--- config.mk ---
export PLATFORM = sky130hd
export DESIGN_NAME = vec_sequencer_flat
export DESIGN_NICKNAME = d
export VERILOG_FILES = /design/src/logic/vec_pkg.sv /design/src/logic/pe_req_if.sv /design/src/logic/vec_sequencer.sv /design/src/flat_wrapper.sv
export SDC_FILE = /design/constraint.sdc
export NUM_CORES = 1
export LEC_CHECK = 0
export BUFFER_PORTS_ARGS = -buffer_cell sky130_fd_sc_hd__buf_2
export CORE_MARGIN = 2
export CORE_UTILIZATION = 40
export DETAILED_ROUTE_END_ITERATION = 8
export GPL_TIMING_DRIVEN = 0
export PLACE_DENSITY = 0.84
export REMOVE_ABC_BUFFERS = 1
export SETUP_SLACK_MARGIN = 0.15
export SKIP_LAST_GASP = 1
export SLEW_MARGIN = 20
export SYNTH_ARGS = -nofsm -noshare
export SYNTH_HDL_FRONTEND = slang
export SYNTH_SLANG_ARGS = --single-unit
export TNS_END_PERCENT = 50
--- constraint.sdc ---
create_clock -name clk_i -period 1.15 [get_ports clk_i]
set_input_delay 0.1725 -clock clk_i [delete_from_list [all_inputs] [get_ports clk_i]]
set_output_delay 0.1725 -clock clk_i [all_outputs]
set_load 0.05 [all_outputs]
--- src/logic/vec_pkg.sv ---
// NrLanes must be a power of two; elem_idx_t and pe_idx_t must cover ElemsPerLane and NrPEs
`default_nettype none

package vec_pkg;

  //////////////////////////////////////////////////
  // Sizes
  //////////////////////////////////////////////////

  localparam int unsigned NrLanes      = 4;
  // Lanes plus the load/store unit
  localparam int unsigned NrPEs        = NrLanes + 1;
  localparam int unsigned ElemsPerLane = 4;
  localparam int unsigned NrVRegs      = 8;
  localparam int unsigned ElemWidth    = 32;

  //////////////////////////////////////////////////
  // Types
  //////////////////////////////////////////////////

  typedef logic [ElemWidth-1:0] elem_t;
  // Element l of a beat belongs to lane l
  typedef elem_t [NrLanes-1:0]  beat_t;

  typedef logic [2:0] vreg_idx_t;
  typedef logic [1:0] elem_idx_t;
  typedef logic [2:0] pe_idx_t;

  // Position of the load/store unit in the ready and done vectors
  localparam pe_idx_t LsuPeIdx = pe_idx_t'(NrLanes);

  // Encodings 4 to 7 are illegal
  typedef enum logic [2:0] {
    OP_VADD    = 3'd0,
    OP_VLOAD   = 3'd1,
    OP_VLOADBC = 3'd2,
    OP_VSTORE  = 3'd3
  } vec_op_e;

endpackage : vec_pkg

`default_nettype wire

--- src/logic/pe_req_if.sv ---
// Each processing element drives only its own ready and done bit; one instruction in flight
`timescale 1ns/1ps
`default_nettype none

interface pe_req_if (
  input wire logic clk_i
);
  import vec_pkg::*;

  logic                 valid;
  vec_op_e              op;
  vreg_idx_t            vd;
  vreg_idx_t            vs1;
  vreg_idx_t            vs2;
  logic     [NrPEs-1:0] ready;
  logic     [NrPEs-1:0] done;

  modport seq (
    output valid, op, vd, vs1, vs2,
    input  ready, done
  );

  modport pe (
    input  valid, op, vd, vs1, vs2,
    output ready, done
  );

  // A presented instruction holds until every element has taken it
  assert property (@(posedge clk_i) valid && !(&ready) |=>
                   valid && $stable(op) && $stable(vd) && $stable(vs1) && $stable(vs2))
    else $error("pe_req_if: instruction dropped or changed before transfer");

endinterface : pe_req_if

`default_nettype wire

--- src/logic/vec_sequencer.sv ---
// Expects a new instruction only after ins_done_o of the previous one
`timescale 1ns/1ps
`default_nettype none

module vec_sequencer (
  input  wire logic                clk_i,
  input  wire logic                rst_n_i,
  // From the dispatcher
  input  wire logic                ins_valid_i,
  input  wire vec_pkg::vec_op_e    ins_op_i,
  input  wire vec_pkg::vreg_idx_t  ins_vd_i,
  input  wire vec_pkg::vreg_idx_t  ins_vs1_i,
  input  wire vec_pkg::vreg_idx_t  ins_vs2_i,
  output logic                     ins_done_o,
  // To the processing elements
  pe_req_if.seq                    pe
);
  import vec_pkg::*;

  logic             active_q;
  logic [NrPEs-1:0] done_q;
  logic [NrPEs-1:0] done_all;

  // Sticky done bits plus this cycle's pulses
  assign done_all = done_q | pe.done;

  always_ff @(posedge clk_i) begin
    if (ins_valid_i) begin
      pe.op  <= ins_op_i;
      pe.vd  <= ins_vd_i;
      pe.vs1 <= ins_vs1_i;
      pe.vs2 <= ins_vs2_i;
    end
  end

  always_ff @(posedge clk_i) begin
    if (!rst_n_i) begin
      pe.valid   <= 1'b0;
      active_q   <= 1'b0;
      done_q     <= '0;
      ins_done_o <= 1'b0;
    end else begin
      ins_done_o <= 1'b0;
      if (ins_valid_i) begin
        pe.valid <= 1'b1;
        active_q <= 1'b1;
      end else if (pe.valid && (&pe.ready)) begin
        pe.valid <= 1'b0;
      end
      if (active_q) begin
        if (&done_all) begin
          done_q     <= '0;
          active_q   <= 1'b0;
          ins_done_o <= 1'b1;
        end else begin
          done_q <= done_all;
        end
      end
    end
  end

  assert property (@(posedge clk_i) disable iff (!rst_n_i) (|pe.done) |-> active_q)
    else $error("vec_sequencer: done pulse with no instruction outstanding");

endmodule : vec_sequencer

`default_nettype wire

--- src/flat_wrapper.sv ---
// flat-port wrapper written by rule: the top's interface ports become plain ports
module vec_sequencer_flat import vec_pkg::*;
  (clk_i, rst_n_i, ins_valid_i, ins_op_i, ins_vd_i, ins_vs1_i, ins_vs2_i, ins_done_o, pe_valid, pe_op, pe_vd, pe_vs1, pe_vs2, pe_ready, pe_done);
  pe_req_if pe_i (.clk_i(clk_i));
  input  wire logic clk_i;
  input  wire logic rst_n_i;
  input  wire logic ins_valid_i;
  input  wire vec_pkg::vec_op_e ins_op_i;
  input  wire vec_pkg::vreg_idx_t ins_vd_i;
  input  wire vec_pkg::vreg_idx_t ins_vs1_i;
  input  wire vec_pkg::vreg_idx_t ins_vs2_i;
  output logic ins_done_o;
  output wire logic [$bits(pe_i.valid)-1:0] pe_valid;
  output wire logic [$bits(pe_i.op)-1:0] pe_op;
  output wire logic [$bits(pe_i.vd)-1:0] pe_vd;
  output wire logic [$bits(pe_i.vs1)-1:0] pe_vs1;
  output wire logic [$bits(pe_i.vs2)-1:0] pe_vs2;
  input wire logic [$bits(pe_i.ready)-1:0] pe_ready;
  input wire logic [$bits(pe_i.done)-1:0] pe_done;
  assign pe_valid = pe_i.valid;
  assign pe_op = pe_i.op;
  assign pe_vd = pe_i.vd;
  assign pe_vs1 = pe_i.vs1;
  assign pe_vs2 = pe_i.vs2;
  assign pe_i.ready = pe_ready;
  assign pe_i.done = pe_done;
  vec_sequencer u_core (.clk_i(clk_i), .rst_n_i(rst_n_i), .ins_valid_i(ins_valid_i), .ins_op_i(ins_op_i), .ins_vd_i(ins_vd_i), .ins_vs1_i(ins_vs1_i), .ins_vs2_i(ins_vs2_i), .ins_done_o(ins_done_o), .pe(pe_i));
endmodule
* Yosys cells after proc, flatten, opt, wreduce, memory -nomap -nowiden
Index checks and enable logic that the tools add are counted.
Operators by class: $add $sub $neg 0, multipliers 0, divide/modulo/power cells 0, order comparisons 0, equality and inequality tests 0, shifts and indexed selects 0, mux-type cells 7, bitwise gates (word level) 1, reduce and logical (&&, ||, !) cells 5
Operators by type and width (count):
- 5-bit AND reduction | 2
- 1-bit two-way mux | 6
- 5-bit two-way mux | 1
- 5-bit bitwise OR | 1
- 2-bit AND reduction | 1
- 2-bit nonzero test | 1
- 1-bit logical AND | 1
Word-level totals: bits in registers 20, latch bits 0, bits in writable memories 0, memory bits (read-only) 0, input port bits 25, logic and storage cells 21, memories 0

* Longest topological paths before layout
depth in word-level cells 4, gate-level depth with buffers 3

* Worst setup path after synthesis
No wires, ideal clock.
kind flip-flop to flip-flop, start point register u_core.active_q, end point register u_core.active_q, library setup time 125 ps, arrival time 864 ps, setup slack 161 ps, cell stages (with the launch flop) 4, buffers on the path 0, cell sequence dfxtp_1 o221ai_2 o31ai_2 nor2_1
On the way: longest elaborated chain between the ends 3
RTL lines:
- from (decl) | RTL line vec_sequencer.sv:20 | logic active_q;
- from (signal assigned) | RTL line vec_sequencer.sv:39 | active_q <= 1'b0;
- from (signal assigned) | RTL line vec_sequencer.sv:46 | active_q <= 1'b1;
- from (signal assigned) | RTL line vec_sequencer.sv:53 | active_q <= 1'b0;
- 1-bit two-way mux | RTL line vec_sequencer.sv:44 | if (ins_valid_i) begin
- 1-bit two-way mux | RTL line vec_sequencer.sv:51 | if (&done_all) begin
- 1-bit two-way mux (*) | RTL line vec_sequencer.sv:50 | if (active_q) begin
Every way passes the cells marked *; elsewhere a longest branch is shown, timed or not. A chain may end at the register's enable or synchronous reset.

* Worst setup path after layout
start point register u_core.pe.op[1], end point output pe_op[1]
RTL lines:
- from (decl) | RTL line pe_req_if.sv:19 | output valid, op, vd, vs1, vs2,
- from (signal assigned) | RTL line vec_sequencer.sv:29 | pe.op <= ins_op_i;
- to (decl) | RTL line flat_wrapper.sv:14 | output wire logic [$bits(pe_i.op)-1:0] pe_op;
No word-level cell between the ends.

==> impl_metrics.env <==
export IMPL_outcome="finished clean"
export IMPL_port_buffers=38
export IMPL_syn_area_per_cell_sq_um=13.9
export IMPL_antenna_cells=0
export IMPL_cts_root_buffer="clkbuf_4"
export IMPL_worstSetupPathDepth=1
export IMPL_rrSetupSlack_ns=0.17
export IMPL_wl_per_cell_um=17.5
export IMPL_synth_distinct_cells=13
export IMPL_seq_area_frac_synth_pct=78.0
export IMPL_die_h_um=44.8
export IMPL_htree_levels=1
export IMPL_crit_buf_inv=1
export IMPL_slowest_delay_ns=0.45
export IMPL_worstPathRequired_ns=0.98
export IMPL_drtIter0Drc=13
export IMPL_cp_start_kind="flop"
export IMPL_hold_depth=1
export IMPL_grtUsageTotal_pct=19.1
export IMPL_worst_pin_slew_ns=0.321
export IMPL_core_sq_um=1540
export IMPL_start_util_pct=43.3
export IMPL_fin_skew_ns=0.00866
export IMPL_antenna_found_initial=0
export IMPL_place_gp_congestion=0.762
export IMPL_area_growth_pct=54.0
export IMPL_switching_power_uw=441
export IMPL_ir_drop_mv=0.610
export IMPL_cts_tree="done"
export IMPL_final_period_utilization_pct=95.7
export IMPL_clkPwrFrac_pct=25.0
export IMPL_dp_cells=102
export IMPL_final_cells=107
export IMPL_path_class="reg2out"
export IMPL_grt_busiest_layer="met2"
export IMPL_min_to="u_core.pe.vs2[0]$_DFFE_PP_"
export IMPL_wl_um=1880
export IMPL_power_density_nw_per_um2=1520
export IMPL_vias_per_cell=5.20
export IMPL_ys_ff_latch=20
export IMPL_crit_fanout=1
export IMPL_dp_hpwl_um=1100
export IMPL_worstSetupEndpointType="primary output"
export IMPL_cellLeakagePower_nw=0.444
export IMPL_drt_pass1_iterations=4
export IMPL_synthTopCellsByArea="edfxtp_1 (54%), dfxtp_1 (24%), a21oi_1 (4.5%)"
export IMPL_hold_path_class="in2reg"
export IMPL_fin_tns_setup_ns=0
export IMPL_reg2reg_depth=3
export IMPL_ctsHoldBuffers=0
export IMPL_overflow=0
export IMPL_cts_sinks=20
export IMPL_use_met1_pct=17.3
export IMPL_swShare_pct=28.1
export IMPL_finalNetCount=117
export IMPL_slew_headroom_pct=78.6
export IMPL_hold_violations=0
export IMPL_post_route_util_pct=66.6
export IMPL_ys_warn_count=0
export IMPL_layout_commonest_cell="buf_2"
export IMPL_cp_top_family="flip-flops"
export IMPL_die_area_sq_um=2010
export IMPL_seqPwrFrac_pct=54.1
export IMPL_antenna_left=0
export IMPL_syn_area_sq_um=667
export IMPL_cp_cell_sequence="buf_6"
export IMPL_grtUsageMet3_pct=6.00
export IMPL_clock_latency_ns=0.29
export IMPL_drc=0
export IMPL_max_freq_ghz=0.909
export IMPL_use_met2_pct=36.8
export IMPL_synth_top_area_share_pct=54.0
export IMPL_arrival_ns=0.93
export IMPL_grt_pass1_wl_um=2550
export IMPL_setup_viol=0
export IMPL_clockBufferDepth=2
export IMPL_internal_power_mw=1.13
export IMPL_core_rowCount=14
export IMPL_min_from="ins_vs2_i[0]"
export IMPL_max_cap_violations=0
export IMPL_holdWs_ns=0.0464
export IMPL_power_frac_comb_pct=20.8
export IMPL_ios=39
export IMPL_r2r_end="u_core.done_q[0]$_SDFFE_PN0P_"
export IMPL_vias=556
export IMPL_slowest_stage="edfxtp_1"
export IMPL_synth_largest_area_cell="edfxtp_1"
export IMPL_netlist_instances=48
export IMPL_reg2reg_from="u_core.done_q[0]$_SDFFE_PN0P_"
export IMPL_layout_min_cycle_time_ns=1.10
export IMPL_clk_pin_slew_ns=0.11
export IMPL_die_x_um=44.8
export IMPL_most_common_layout_cells="buf_2 (26), edfxtp_1 (12), buf_6 (11)"
export IMPL_cts_buffers=3
export IMPL_drive_gt1_share_pct=54.9
export IMPL_grt_setup_unrepaired="true"
export IMPL_drv_slew=0
export IMPL_grt_max_degree=15
export IMPL_grt_pass1_vias=553
[power groups by stage]
stage / Clock [mW] / Sequential, mW / Combinational (mW)
after detailed placement: 0 / 0.851 / 0.264
after floorplan: 0 / 0.982 / 0.0380
after CTS: 0.396 / 0.839 / 0.300
after global placement: 0 / 0.849 / 0.256
after global routing: 0.435 / 0.852 / 0.342
final: 0.392 / 0.848 / 0.326
[cell families after synthesis]
| logic type | synth area share (%) |
|---|---|
| compound gates | 10.3 |
| buf+inv | 1.13 |
| flops | 78.0 |
| simple gates | 10.5 |
[layout make-up]
cell class	instances	area, sq um
clock buffers	4	36.3
fillers	117	514
inverters	2	7.51
multi-input cells	26	168
flip-flops and latches	20	527
well taps	16	20.0
repair buffers	39	269
[state kept, by name, summed over array words and instances, names as in the netlist]
signal             flops
u_core.active_q        1
u_core.pe.vs2          3
u_core.ins_done_o      1
u_core.pe.vs1          3
u_core.pe.op           3
u_core.pe.vd           3
u_core.pe.valid        1
u_core.done_q          5
[worst max path at each step]
stage	startpoint	to	slack, ns
final	u_core.pe.op[1]$_DFFE_PP_	pe_op[1]	0.05
after global routing	u_core.pe.op[1]$_DFFE_PP_	pe_op[1]	0.05
after CTS	u_core.pe.vd[2]$_DFFE_PP_	pe_vd[2]	0.09
after detailed placement	u_core.active_q$_SDFF_PN0_	u_core.active_q$_SDFF_PN0_	0.02
after global placement	u_core.active_q$_SDFF_PN0_	u_core.done_q[0]$_SDFFE_PN0P_	0.04
after floorplan	u_core.active_q$_SDFF_PN0_	u_core.active_q$_SDFF_PN0_	0.16
[repair_timing]
| item | 4_1_cts | 5_1_grt |
|---|---|---|
| gates cloned | 0 | 0 |
| setup buffers | 1 | 0 |
| endpoints found under the setup margin | 19 | 20 |
| pin swaps | 1 | 1 |
| gates resized for setup | 19 | 17 |
[per-stage QoR]
step	power, mW	cell area, sq um	setup WS [ns]
4_1_cts	1.54	987	0.0931
5_1_grt	1.63	1030	0.0478
3_3_place_gp	1.10	877	0.0381
2_1_floorplan	1.02	667	0.161
3_5_place_dp	1.11	877	0.0177
6_report	1.57	1030	0.0500
[cell usage after synthesis]
master	count
nor4_1	1
nand2_1	1
edfxtp_1	12
nor3_1	5
o21ai_0	1
nor2_1	8
o22ai_1	1
dfxtp_1	8
inv_1	2
a21oi_1	6
o31ai_2	1
o221ai_2	1
nand3_1	1
[metal layers]
layer | part of all wire [%] | vias up
met5 | 0 | -
met4 | 3.9 | 0
met3 | 11 | 6
met2 | 51 | 45
met1 | 35 | 242
li1 | - | 263
No activity file was read; power rests on OpenSTA's default activity.
