### config.mk
export PLATFORM = sky130hd
export DESIGN_NAME = vec_dispatcher
export DESIGN_NICKNAME = d
export VERILOG_FILES = /design/src/logic/vec_pkg.sv /design/src/logic/vec_dispatcher.sv
export SDC_FILE = /design/constraint.sdc
export NUM_CORES = 1
export LEC_CHECK = 0
export ABC_CLOCK_PERIOD_IN_PS = 2800
export BUFFER_PORTS_ARGS = -buffer_cell sky130_fd_sc_hd__buf_2
export CORE_MARGIN = 4
export CORE_UTILIZATION = 42
export CTS_BUF_LIST = sky130_fd_sc_hd__clkbuf_8
export DETAILED_ROUTE_END_ITERATION = 7
export PLACE_DENSITY = 0.78
export SLEW_MARGIN = 20
export SYNTH_ARGS = -nofsm -noshare
export SYNTH_HDL_FRONTEND = slang
export SYNTH_SLANG_ARGS = --single-unit
### constraint.sdc
create_clock -name clk_i -period 2.8 [get_ports clk_i]
set_clock_uncertainty 0.15 [all_clocks]
set_input_delay 0.28 -clock clk_i [delete_from_list [all_inputs] [get_ports clk_i]]
set_output_delay 0.28 -clock clk_i [all_outputs]
set_load 0.05 [all_outputs]
### src/logic/vec_pkg.sv
// NrLanes must be a power of two; elem_idx_t and pe_idx_t must cover ElemsPerLane and NrPEs
`default_nettype none

package vec_pkg;

  //////////////////////////////////////////////////
  // Sizes
  //////////////////////////////////////////////////

  localparam int unsigned NrLanes      = 4;
  // Lanes plus the load/store unit
  localparam int unsigned NrPEs        = NrLanes + 1;
  localparam int unsigned ElemsPerLane = 4;
  localparam int unsigned NrVRegs      = 8;
  localparam int unsigned ElemWidth    = 32;

  //////////////////////////////////////////////////
  // Types
  //////////////////////////////////////////////////

  typedef logic [ElemWidth-1:0] elem_t;
  // Element l of a beat belongs to lane l
  typedef elem_t [NrLanes-1:0]  beat_t;

  typedef logic [2:0] vreg_idx_t;
  typedef logic [1:0] elem_idx_t;
  typedef logic [2:0] pe_idx_t;

  // Position of the load/store unit in the ready and done vectors
  localparam pe_idx_t LsuPeIdx = pe_idx_t'(NrLanes);

  // Encodings 4 to 7 are illegal
  typedef enum logic [2:0] {
    OP_VADD    = 3'd0,
    OP_VLOAD   = 3'd1,
    OP_VLOADBC = 3'd2,
    OP_VSTORE  = 3'd3
  } vec_op_e;

endpackage : vec_pkg

`default_nettype wire

### src/logic/vec_dispatcher.sv
// Accepts one request at a time; req_ready_o stays low until the response has transferred
`timescale 1ns/1ps
`default_nettype none

module vec_dispatcher (
  input  wire logic                clk_i,
  input  wire logic                rst_n_i,
  // Request
  input  wire logic                req_valid_i,
  output logic                     req_ready_o,
  input  wire vec_pkg::vec_op_e    req_op_i,
  input  wire vec_pkg::vreg_idx_t  req_vd_i,
  input  wire vec_pkg::vreg_idx_t  req_vs1_i,
  input  wire vec_pkg::vreg_idx_t  req_vs2_i,
  // Response
  output logic                     resp_valid_o,
  output logic                     resp_error_o,
  input  wire logic                resp_ready_i,
  // To the sequencer
  output logic                     ins_valid_o,
  output vec_pkg::vec_op_e         ins_op_o,
  output vec_pkg::vreg_idx_t       ins_vd_o,
  output vec_pkg::vreg_idx_t       ins_vs1_o,
  output vec_pkg::vreg_idx_t       ins_vs2_o,
  input  wire logic                ins_done_i
);
  import vec_pkg::*;

  typedef enum logic [1:0] {ST_IDLE, ST_BUSY, ST_RESP} state_e;

  state_e state_q;
  logic   accept;
  logic   legal;

  assign req_ready_o  = (state_q == ST_IDLE);
  assign resp_valid_o = (state_q == ST_RESP);
  assign accept       = req_valid_i && req_ready_o;
  assign legal        = req_op_i inside {OP_VADD, OP_VLOAD, OP_VLOADBC, OP_VSTORE};

  // Latched instruction fields
  always_ff @(posedge clk_i) begin
    if (accept) begin
      ins_op_o  <= req_op_i;
      ins_vd_o  <= req_vd_i;
      ins_vs1_o <= req_vs1_i;
      ins_vs2_o <= req_vs2_i;
    end
  end

  always_ff @(posedge clk_i) begin
    if (!rst_n_i) begin
      state_q      <= ST_IDLE;
      ins_valid_o  <= 1'b0;
      resp_error_o <= 1'b0;
    end else begin
      // One-cycle hand-off to the sequencer
      ins_valid_o <= accept && legal;
      case (state_q)
        ST_IDLE: begin
          if (accept) begin
            state_q      <= legal ? ST_BUSY : ST_RESP;
            resp_error_o <= !legal;
          end
        end
        ST_BUSY: if (ins_done_i) state_q <= ST_RESP;
        ST_RESP: if (resp_ready_i) state_q <= ST_IDLE;
        default: state_q <= ST_IDLE;
      endcase
    end
  end

endmodule : vec_dispatcher

`default_nettype wire

After elaboration in Yosys (flattened, before gate mapping)
Index checks and enable logic that the tools add are counted.

operators by class
  reductions and logical operators = 8
  eq/ne operators = 8
  multiplexer cells = 5

operators by type and width
  operator                                                          count
  2-bit 2-to-1 mux                                                  4
  3-bit by 2-bit == test with 1-bit output (second input constant)  2
  2-bit one-hot mux with 3 select lines                             1
  2-bit by 1-bit != test with 1-bit output (second input constant)  2
  4-bit nonzero test                                                1
  3-bit by 1-bit == test with 1-bit output (second input constant)  1
  3-bit logical NOT                                                 1
  3-bit AND reduction                                               1
  2-bit by 1-bit == test with 1-bit output (second input constant)  1
  2-bit == test (second input constant)                             1
  1-bit logical AND                                                 2
  2-bit logical NOT                                                 1
  2-bit != test (second input constant)                             1
  2-bit AND reduction                                               1
  1-bit logical NOT                                                 1

word-level totals
  logic and storage cells = 28
  input bits = 17
  register bits = 16
  output and inout bits = 16

Logic depth before layout (Yosys ltp)
Gate-level depths: netlist of run 1.

  depth in word-level cells = 5
  mapped depth = 2

Least setup slack after synthesis of run 1
OpenSTA, ideal clock, no wires.

  path kind = reg-to-reg
  start = reg state_q[1]
  end = reg ins_op_o[0], enable pin
  cell stages (with the launch flop) = 2
  required time = 2246 ps
  setup time = 404 ps
  clock period less this slack = 1959 ps
  slack = 841 ps
  arrival = 1405 ps
  path through = dfxtp_1 nor3b_1

between the ends
  longest elaborated chain between the ends = 2

RTL lines
  element                 line                  RTL
  from (decl)             vec_dispatcher.sv:31  state_e state_q;
  from (signal assigned)  vec_dispatcher.sv:61  state_q <= legal ? ST_BUSY : ST_RESP;
  2-bit logical NOT       vec_dispatcher.sv:35  assign req_ready_o = (state_q == ST_IDLE);
  1-bit logical AND       vec_dispatcher.sv:37  assign accept = req_valid_i && req_ready_o;
  to (signal assigned)    vec_dispatcher.sv:43  ins_op_o <= req_op_i;
  to (decl)               vec_dispatcher.sv:21  output vec_pkg::vec_op_e ins_op_o,

Every way passes these cells.
A chain may end at the register's enable or synchronous reset.

Final worst setup path of run 1
  start = reg state_q[0]
  end = reg ins_op_o[1], enable pin

The elaborated chain is that of the path after synthesis.

==> results of run 1 <==
layout make-up:
cell class / count / area, um2 / area share (%)
Sequential cell: 16 / 440 / 56.9
Timing Repair Buffer: 32 / 160 / 20.7
Multi-Input combinational cell: 15 / 111 / 14.4
Clock buffer: 3 / 41.3 / 5.33
Tap cell: 14 / 17.5 / 2.26
Clock inverter: 1 / 3.75 / 0.485
per-stage QoR:
step / utilization, % / setup WS (ns) / total power [mW] / hold WS, ns / instance area [um2]
CTS: 66.1 / 1.12 / 0.560 / 0.0565 / 774
global placement: 62.3 / 1.12 / 0.396 / 0.295 / 729
finish: 66.1 / 1.13 / 0.555 / 0.0589 / 774
global route: 66.1 / 1.03 / 0.580 / 0.0481 / 774
floorplan: - / 0.841 / 0.366 / 0.229 / 547
detailed placement: 62.3 / 1.13 / 0.398 / 0.298 / 729
per-layer routing:
metal,global-route usage [%],share of wire [%],up-vias
met5,0,0,-
met4,5.42,0,0
met3,5.28,14,0
met2,16.0,46,23
met1,13.9,40,164
li1,-,-,188
worst max path at each step:
stage | start | to | slack, ns | cells past startpoint
6_report | state_q[0] | ins_op_o[1] | 1.13 | 1
5_1_grt | state_q[0] | ins_op_o[1] | 1.03 | 1
4_1_cts | state_q[0] | ins_op_o[1] | 1.12 | 1
3_5_place_dp | req_valid_i | ins_vs2_o[2] | 1.13 | 2
3_3_place_gp | req_valid_i | ins_vs1_o[2] | 1.12 | 2
2_1_floorplan | state_q[1] | ins_op_o[0] | 0.84 | 1
flip-flops by register name (all words and copies together) (netlist names):
register and cells:
ins_vs1_o 3, ins_op_o 3, state_q 2, resp_error_o 1, ins_vd_o 3, ins_valid_o 1
ins_vs2_o 3
report_power, final:
part | leakage [nW] | total [mW] | internal (mW) | switching [mW]
registers | 0.148 | 0.282 | 0.276 | 0.00659
logic | 0.180 | 0.109 | 0.0273 | 0.0818
clock network | 0.0231 | 0.164 | 0.0967 | 0.0674
total | 0.351 | 0.555 | 0.400 | 0.156
cell families after synthesis:
kind of cell / Yosys count / synth area share [%]
DFF: 16 / 80.6
and+or+nand+nor: 11 / 14.0
AOI/OAI and AO/OA: 3 / 3.66
muxes: 1 / 1.83
cells in the final DEF (no fill, tap or decap), drive strengths merged:
master and n:
dfxtp 4, nor2 1, clkbuf 3, nand2 2, a21oi 1, buf 32
and3b 1, nand2b 1, clkinv 1, mux2i 1, and2b 1, o21ai 1
or3b 1, edfxtp 12, and4b 1, nor3b 1, o311a 1, and2 1
or2b 1
==> results.sh, run 1 <==
export IMPL_cts_clk_slew_worst_paths_ns=0.06
export IMPL_die_area_mm2=0.00194
export IMPL_grt_max_degree=14
export IMPL_synthArstFlopShare_pct=0
export IMPL_slowest_stage="nor3b_2"
export IMPL_cts_htree_levels=1
export IMPL_start_util_pct=46.7
export IMPL_critPathLaunchType="flip-flop"
export IMPL_synth_distinct_cells=16
export IMPL_avgRoutedWirePerCell_um=12.2
export IMPL_cts_resized=0
export IMPL_synth_flop_cell="edfxtp_1"
export IMPL_netlist_top_cells_area="edfxtp_1 66%, dfxtp_1 15%, and4b_1 1.8%"
export IMPL_synth_top_cell_area_share_pct=65.9
export IMPL_rsz0062_at_grt="false"
export IMPL_cts_tree="built"
export IMPL_slew_headroom_pct=38.4
export IMPL_first_pass_iters=2
export IMPL_cp_max_fo=13
export IMPL_grtUsageTotal_pct=11.1
export IMPL_clockBufferDepth=2
export IMPL_r2r_end="ins_op_o[1]"
export IMPL_root_buffer="clkbuf_8"
export IMPL_final_max_slew_viol_count=0
export IMPL_via_per_inst=4.63
export IMPL_tightest_slew_ns=0.919
export IMPL_worst_ep_arrival_time_ns=1.37
export IMPL_insertedDiodeCount=0
export IMPL_regToRegSetupSlack_ns=1.13
export IMPL_min_from="req_vs1_i[1]"
export IMPL_crit_family="simple AND/OR/NAND/NOR gates"
export IMPL_synthTopCellsByCount="12 x edfxtp_1, 4 x dfxtp_1, 2 x nand2_1"
export IMPL_ant_nets=0
export IMPL_seq_area_frac_synth_pct=80.5
export IMPL_io_buffers=32
export IMPL_period_minus_slack_ns=1.67
export IMPL_synth_most_common_cell="edfxtp_1"
export IMPL_status="finished, final reports clean"
export IMPL_synth_edf_count=12
export IMPL_syn_area_per_cell_um2=17.6
export IMPL_r2r_start="state_q[0]"
export IMPL_maxCapViolations=0
export IMPL_post_cts_buffers=0
export IMPL_fin_nets=85
export IMPL_crit_required_ns=2.51
export IMPL_grt_overflow=0
export IMPL_drive_above_1_share_pct=56.7
export IMPL_period_share_pct=59.5
export IMPL_vdd_ir_drop_worst_v=0.000626
export IMPL_hp_class="in2reg"
export IMPL_placedCellCount=77
export IMPL_worstSetupEndpointType="flip-flop"
export IMPL_vias=375
export IMPL_setup_viol=0
export IMPL_coreArea_mm2=0.00117
export IMPL_syn_nets=48
export IMPL_drc=0
export IMPL_synth_top_area_cell="edfxtp_1"
export IMPL_power_density_mw_per_mm2=717
export IMPL_critical_path_class="reg2reg"
export IMPL_finalNonFillerCells=81
export IMPL_area_delta_synth_final_pct=41.6
export IMPL_wirelength_um=986
export IMPL_hpwl_um=820
export IMPL_slowest_delay_ns=0.76
export IMPL_ys_warn_count=0
export IMPL_hold_depth=1
export IMPL_place_gp_congestion=0.663
export IMPL_drt_iter0_drc=4
export IMPL_ios=33
export IMPL_max_freq_ghz=0.600
export IMPL_worstHoldEndpoint="ins_vs1_o[1]"
export IMPL_die_x_um=44.1
export IMPL_clk_latency_ns=0.24
export IMPL_synthCells=31
export IMPL_row_count=12
export IMPL_crit_chain="nor3b_2"
export IMPL_setup_tns_final_ns=0
export IMPL_p_leak_nw=0.351
export IMPL_ff2ff_path_depth=1
export IMPL_cts_hold_buffers_added=0
export IMPL_netlist_area_um2=547
export IMPL_clock_sinks=16
export IMPL_nFillCells=90
export IMPL_synth_seq_cells=16
export IMPL_grt_pass1_vias=369
export IMPL_die_h_um=44.1
export IMPL_hold_violations=0
export IMPL_grt_pass1_wl_mm=1.55
export IMPL_cts_buffers=3
export IMPL_antenna_found_initial=0
export IMPL_worst_path_buf_inv=0
(Power assumes the default switching activity.)
==> run 2, diff against run 1 <==
--- a/config.mk
+++ b/config.mk
@@ -5,13 +5,14 @@
 export SDC_FILE = /design/constraint.sdc
 export NUM_CORES = 1
 export LEC_CHECK = 0
-export ABC_CLOCK_PERIOD_IN_PS = 2800
+export ABC_AREA = 1
+export ABC_CLOCK_PERIOD_IN_PS = 1400
 export BUFFER_PORTS_ARGS = -buffer_cell sky130_fd_sc_hd__buf_2
 export CORE_MARGIN = 4
-export CORE_UTILIZATION = 42
+export CORE_UTILIZATION = 38
 export CTS_BUF_LIST = sky130_fd_sc_hd__clkbuf_8
 export DETAILED_ROUTE_END_ITERATION = 7
-export PLACE_DENSITY = 0.78
+export PLACE_DENSITY = 0.75
 export SLEW_MARGIN = 20
 export SYNTH_ARGS = -nofsm -noshare
 export SYNTH_HDL_FRONTEND = slang
==> constraint.sdc (replaced) <==
create_clock -name clk_i -period 1.4 [get_ports clk_i]
set_clock_uncertainty 0.15 [all_clocks]
set_input_delay 0.14 -clock clk_i [delete_from_list [all_inputs] [get_ports clk_i]]
set_output_delay 0.14 -clock clk_i [all_outputs]
set_load 0.05 [all_outputs]
==> run 2 against run 1 <==
Net effect:
- global-route usage up 2.1 points
- final area up 18%
- combinational power grew 140%
- register-to-register slack got worse by 0.97 ns
- first-iteration DRC count rose by 25%
- sequential cell count did not move
- critical path type is now reg2out
==> results.sh, run 2 <==
export IMPL_status="finished, final reports clean"
export IMPL_hold_violations=0
export IMPL_synth_top_area_cell="edfxtp_1"
export IMPL_clk_latency_ns=0.24
export IMPL_post_cts_buffers=0
export IMPL_synthCells=39
export IMPL_slew_headroom_pct=81.0
export IMPL_seq_area_frac_synth_pct=80.4
export IMPL_row_count=13
export IMPL_grt_pass1_wl_mm=1.85
export IMPL_setup_viol=0
export IMPL_crit_cells=2
export IMPL_ios=33
export IMPL_seqPwrFrac_pct=48.7
export IMPL_slowest_stage="dfxtp_1"
export IMPL_via_per_inst=4.44
export IMPL_finalNonFillerCells=103
export IMPL_regToRegSetupSlack_ns=0.16
export IMPL_netlist_area_um2=548
export IMPL_r2r_end="ins_vs1_o[1]"
export IMPL_avgRoutedWirePerCell_um=12.0
export IMPL_period_minus_slack_ns=1.33
export IMPL_synth_most_common_cell="edfxtp_1"
export IMPL_ant_nets=0
export IMPL_grt_pass1_vias=456
export IMPL_synthArstFlopShare_pct=0
export IMPL_p_sw_uw=339
export IMPL_syn_area_per_cell_um2=14.1
export IMPL_switching_share_pct=29.0
export IMPL_crit_required_ns=1.11
export IMPL_synth_flop_cell="edfxtp_1"
export IMPL_insertedDiodeCount=0
export IMPL_crit_path_start="state_q[0]"
export IMPL_area_delta_synth_final_pct=66.4
export IMPL_setup_tns_final_ns=0
export IMPL_root_buffer="clkbuf_8"
export IMPL_worst_ep_arrival_time_ns=1.04
export IMPL_hold_depth=3
export IMPL_max_freq_ghz=0.750
export IMPL_die_area_mm2=0.00211
export IMPL_ff2ff_path_depth=2
export IMPL_wl_met1_um=428
export IMPL_period_share_pct=95.2
export IMPL_wl_met3_um=128
export IMPL_crit_chain="nor2_2 -> clkbuf_4"
export IMPL_layout_common_cells="30 x buf_2, 12 x dlygate4sd3_1, 12 x edfxtp_1"
export IMPL_place_gp_congestion=0.630
export IMPL_grt_overflow=0
export IMPL_maxCapViolations=0
export IMPL_drt_iter0_drc=5
export IMPL_cts_tree="built"
export IMPL_top_layer="met3"
export IMPL_vdd_ir_drop_worst_v=0.000690
export IMPL_placedCellCount=87
export IMPL_wirelength_mm=1.24
export IMPL_drive_above_1_share_pct=45.5
export IMPL_grt_max_degree=14
export IMPL_power_density_mw_per_mm2=1280
export IMPL_p_int_uw=828
export IMPL_clock_sinks=16
export IMPL_start_util_pct=41.1
export IMPL_worst_path_buf_inv=1
export IMPL_cp_max_fo=7
export IMPL_coreArea_mm2=0.00133
export IMPL_fin_nets=106
export IMPL_antenna_found_initial=0
export IMPL_synthTopCellsByCount="12 x edfxtp_1, 6 x inv_1, 5 x nor2_1"
export IMPL_layout_commonest_cell="buf_2"
export IMPL_synth_seq_cells=16
export IMPL_cts_htree_levels=1
export IMPL_netlist_top_cells_area="edfxtp_1 66%, dfxtp_1 15%, inv_1 4.1%"
export IMPL_synth_top_cell_area_share_pct=65.8
export IMPL_wl_met2_um=684
export IMPL_drc=0
export IMPL_pwr_share_comb_pct=22.7
export IMPL_io_buffers=32
export IMPL_synth_edf_count=12
export IMPL_hp_class="in2reg"
export IMPL_first_pass_iters=2
export IMPL_post_route_util_pct=68.4
export IMPL_crit_family="flip-flops"
export IMPL_die_x_um=46.0
export IMPL_pwr_share_clk_pct=28.5
export IMPL_crit_end="req_ready_o"
export IMPL_tightest_slew_ns=0.284
export IMPL_cts_clk_slew_worst_paths_ns=0.06
export IMPL_rsz0062_at_grt="false"
export IMPL_stdcell_area_um2=912
export IMPL_hpwl_um=928
export IMPL_critical_path_class="reg2out"
export IMPL_dpl_cell_area_um2=741
export IMPL_vias=457
export IMPL_r2r_start="state_q[0]"
export IMPL_syn_nets=56
export IMPL_p_total_mw=1.17
export IMPL_p_leak_nw=0.418
export IMPL_ys_warn_count=0
export IMPL_cts_buffers=3
export IMPL_synth_distinct_cells=11
export IMPL_final_max_slew_viol_count=0
export IMPL_critPathLaunchType="flip-flop"
export IMPL_grtUsageTotal_pct=13.2
export IMPL_slowest_delay_ns=0.38
export IMPL_worstSetupEndpointType="output pin"
export IMPL_die_h_um=46.0
export IMPL_clockBufferDepth=2
run 2: changes by cell type in the layout (fill, tap and decap cells not counted), moves of 2 or more:
cell	previous run	this run
dlygate4sd3_1	0	12
nor2_1	1	5
inv_1	0	6
nand3_1	0	2
buf_4	0	2
nand2_1	2	4
buf_2	32	30
run 2: worst reg2reg max path, delay by kind of cell, from the launching register on:
kind                   cells  cell delay (ns)
buffers and inverters      1             0.23
flip-flops                 1             0.38
AND/OR/NAND/NOR            1             0.18
run 2: cells by family (layout without fill, tap and decap cells):
group           after synthesis  after routing  synth area share, %
simple gates                 14             14                 12.8
flops                        16             16                 80.4
compound gates                3              3                 2.74
buf+inv                       6             55                 4.11
run 2: final cells by class:
type / instances / area, um2
sequential: 16 / 442
fill: 112 / 422
timing repair buffer: 45 / 293
multi-input combinational: 17 / 91.3
clock buffer: 3 / 41.3
inverter: 6 / 22.5
tap: 15 / 18.8
clock inverter: 1 / 3.75
run 2: what timing repair did:
action | 4_1_cts | 5_1_grt
hold buffers | 12 | 0
resized for setup | 1 | 2
setup endpoints to repair | 1 | 2
endpoints found under the hold margin | 12 | 0
run 2: layer usage:
layer | up-vias | global-route usage [%]
met3 | 0 | 4.74
met4 | 0 | 5.11
met5 | - | 0
li1 | 228 | -
met2 | 20 | 24.7
met1 | 209 | 12.8
run 2: metrics by stage:
step	hold slack (ns)	setup slack (ns)
final	0.00606	0.0668
after global routing	0.00544	0.00187
after CTS	0.00568	0.0306
after detailed placement	0.169	0.175
after global placement	0.168	0.202
after floorplan	0.0889	-0.0224
run 2: power by group through the flow:
stage | sequential [mW] | clock, mW | combinational, mW
after global placement | 0.576 | 0 | 0.233
after floorplan | 0.683 | 0 | 0.0627
final | 0.569 | 0.333 | 0.265
after detailed placement | 0.579 | 0 | 0.236
after CTS | 0.569 | 0.349 | 0.264
after global routing | 0.572 | 0.378 | 0.280
run 2: worst min-delay path by stage:
stage	start	to	slack, ns
6_report	rst_n_i	state_q[1]	0.006
3_3_place_gp	req_vs2_i[1]	ins_vs2_o[1]	0.17
4_1_cts	rst_n_i	resp_error_o	0.006
3_5_place_dp	req_vs1_i[1]	ins_vs1_o[1]	0.17
2_1_floorplan	req_op_i[0]	ins_op_o[0]	0.09
5_1_grt	rst_n_i	state_q[1]	0.005
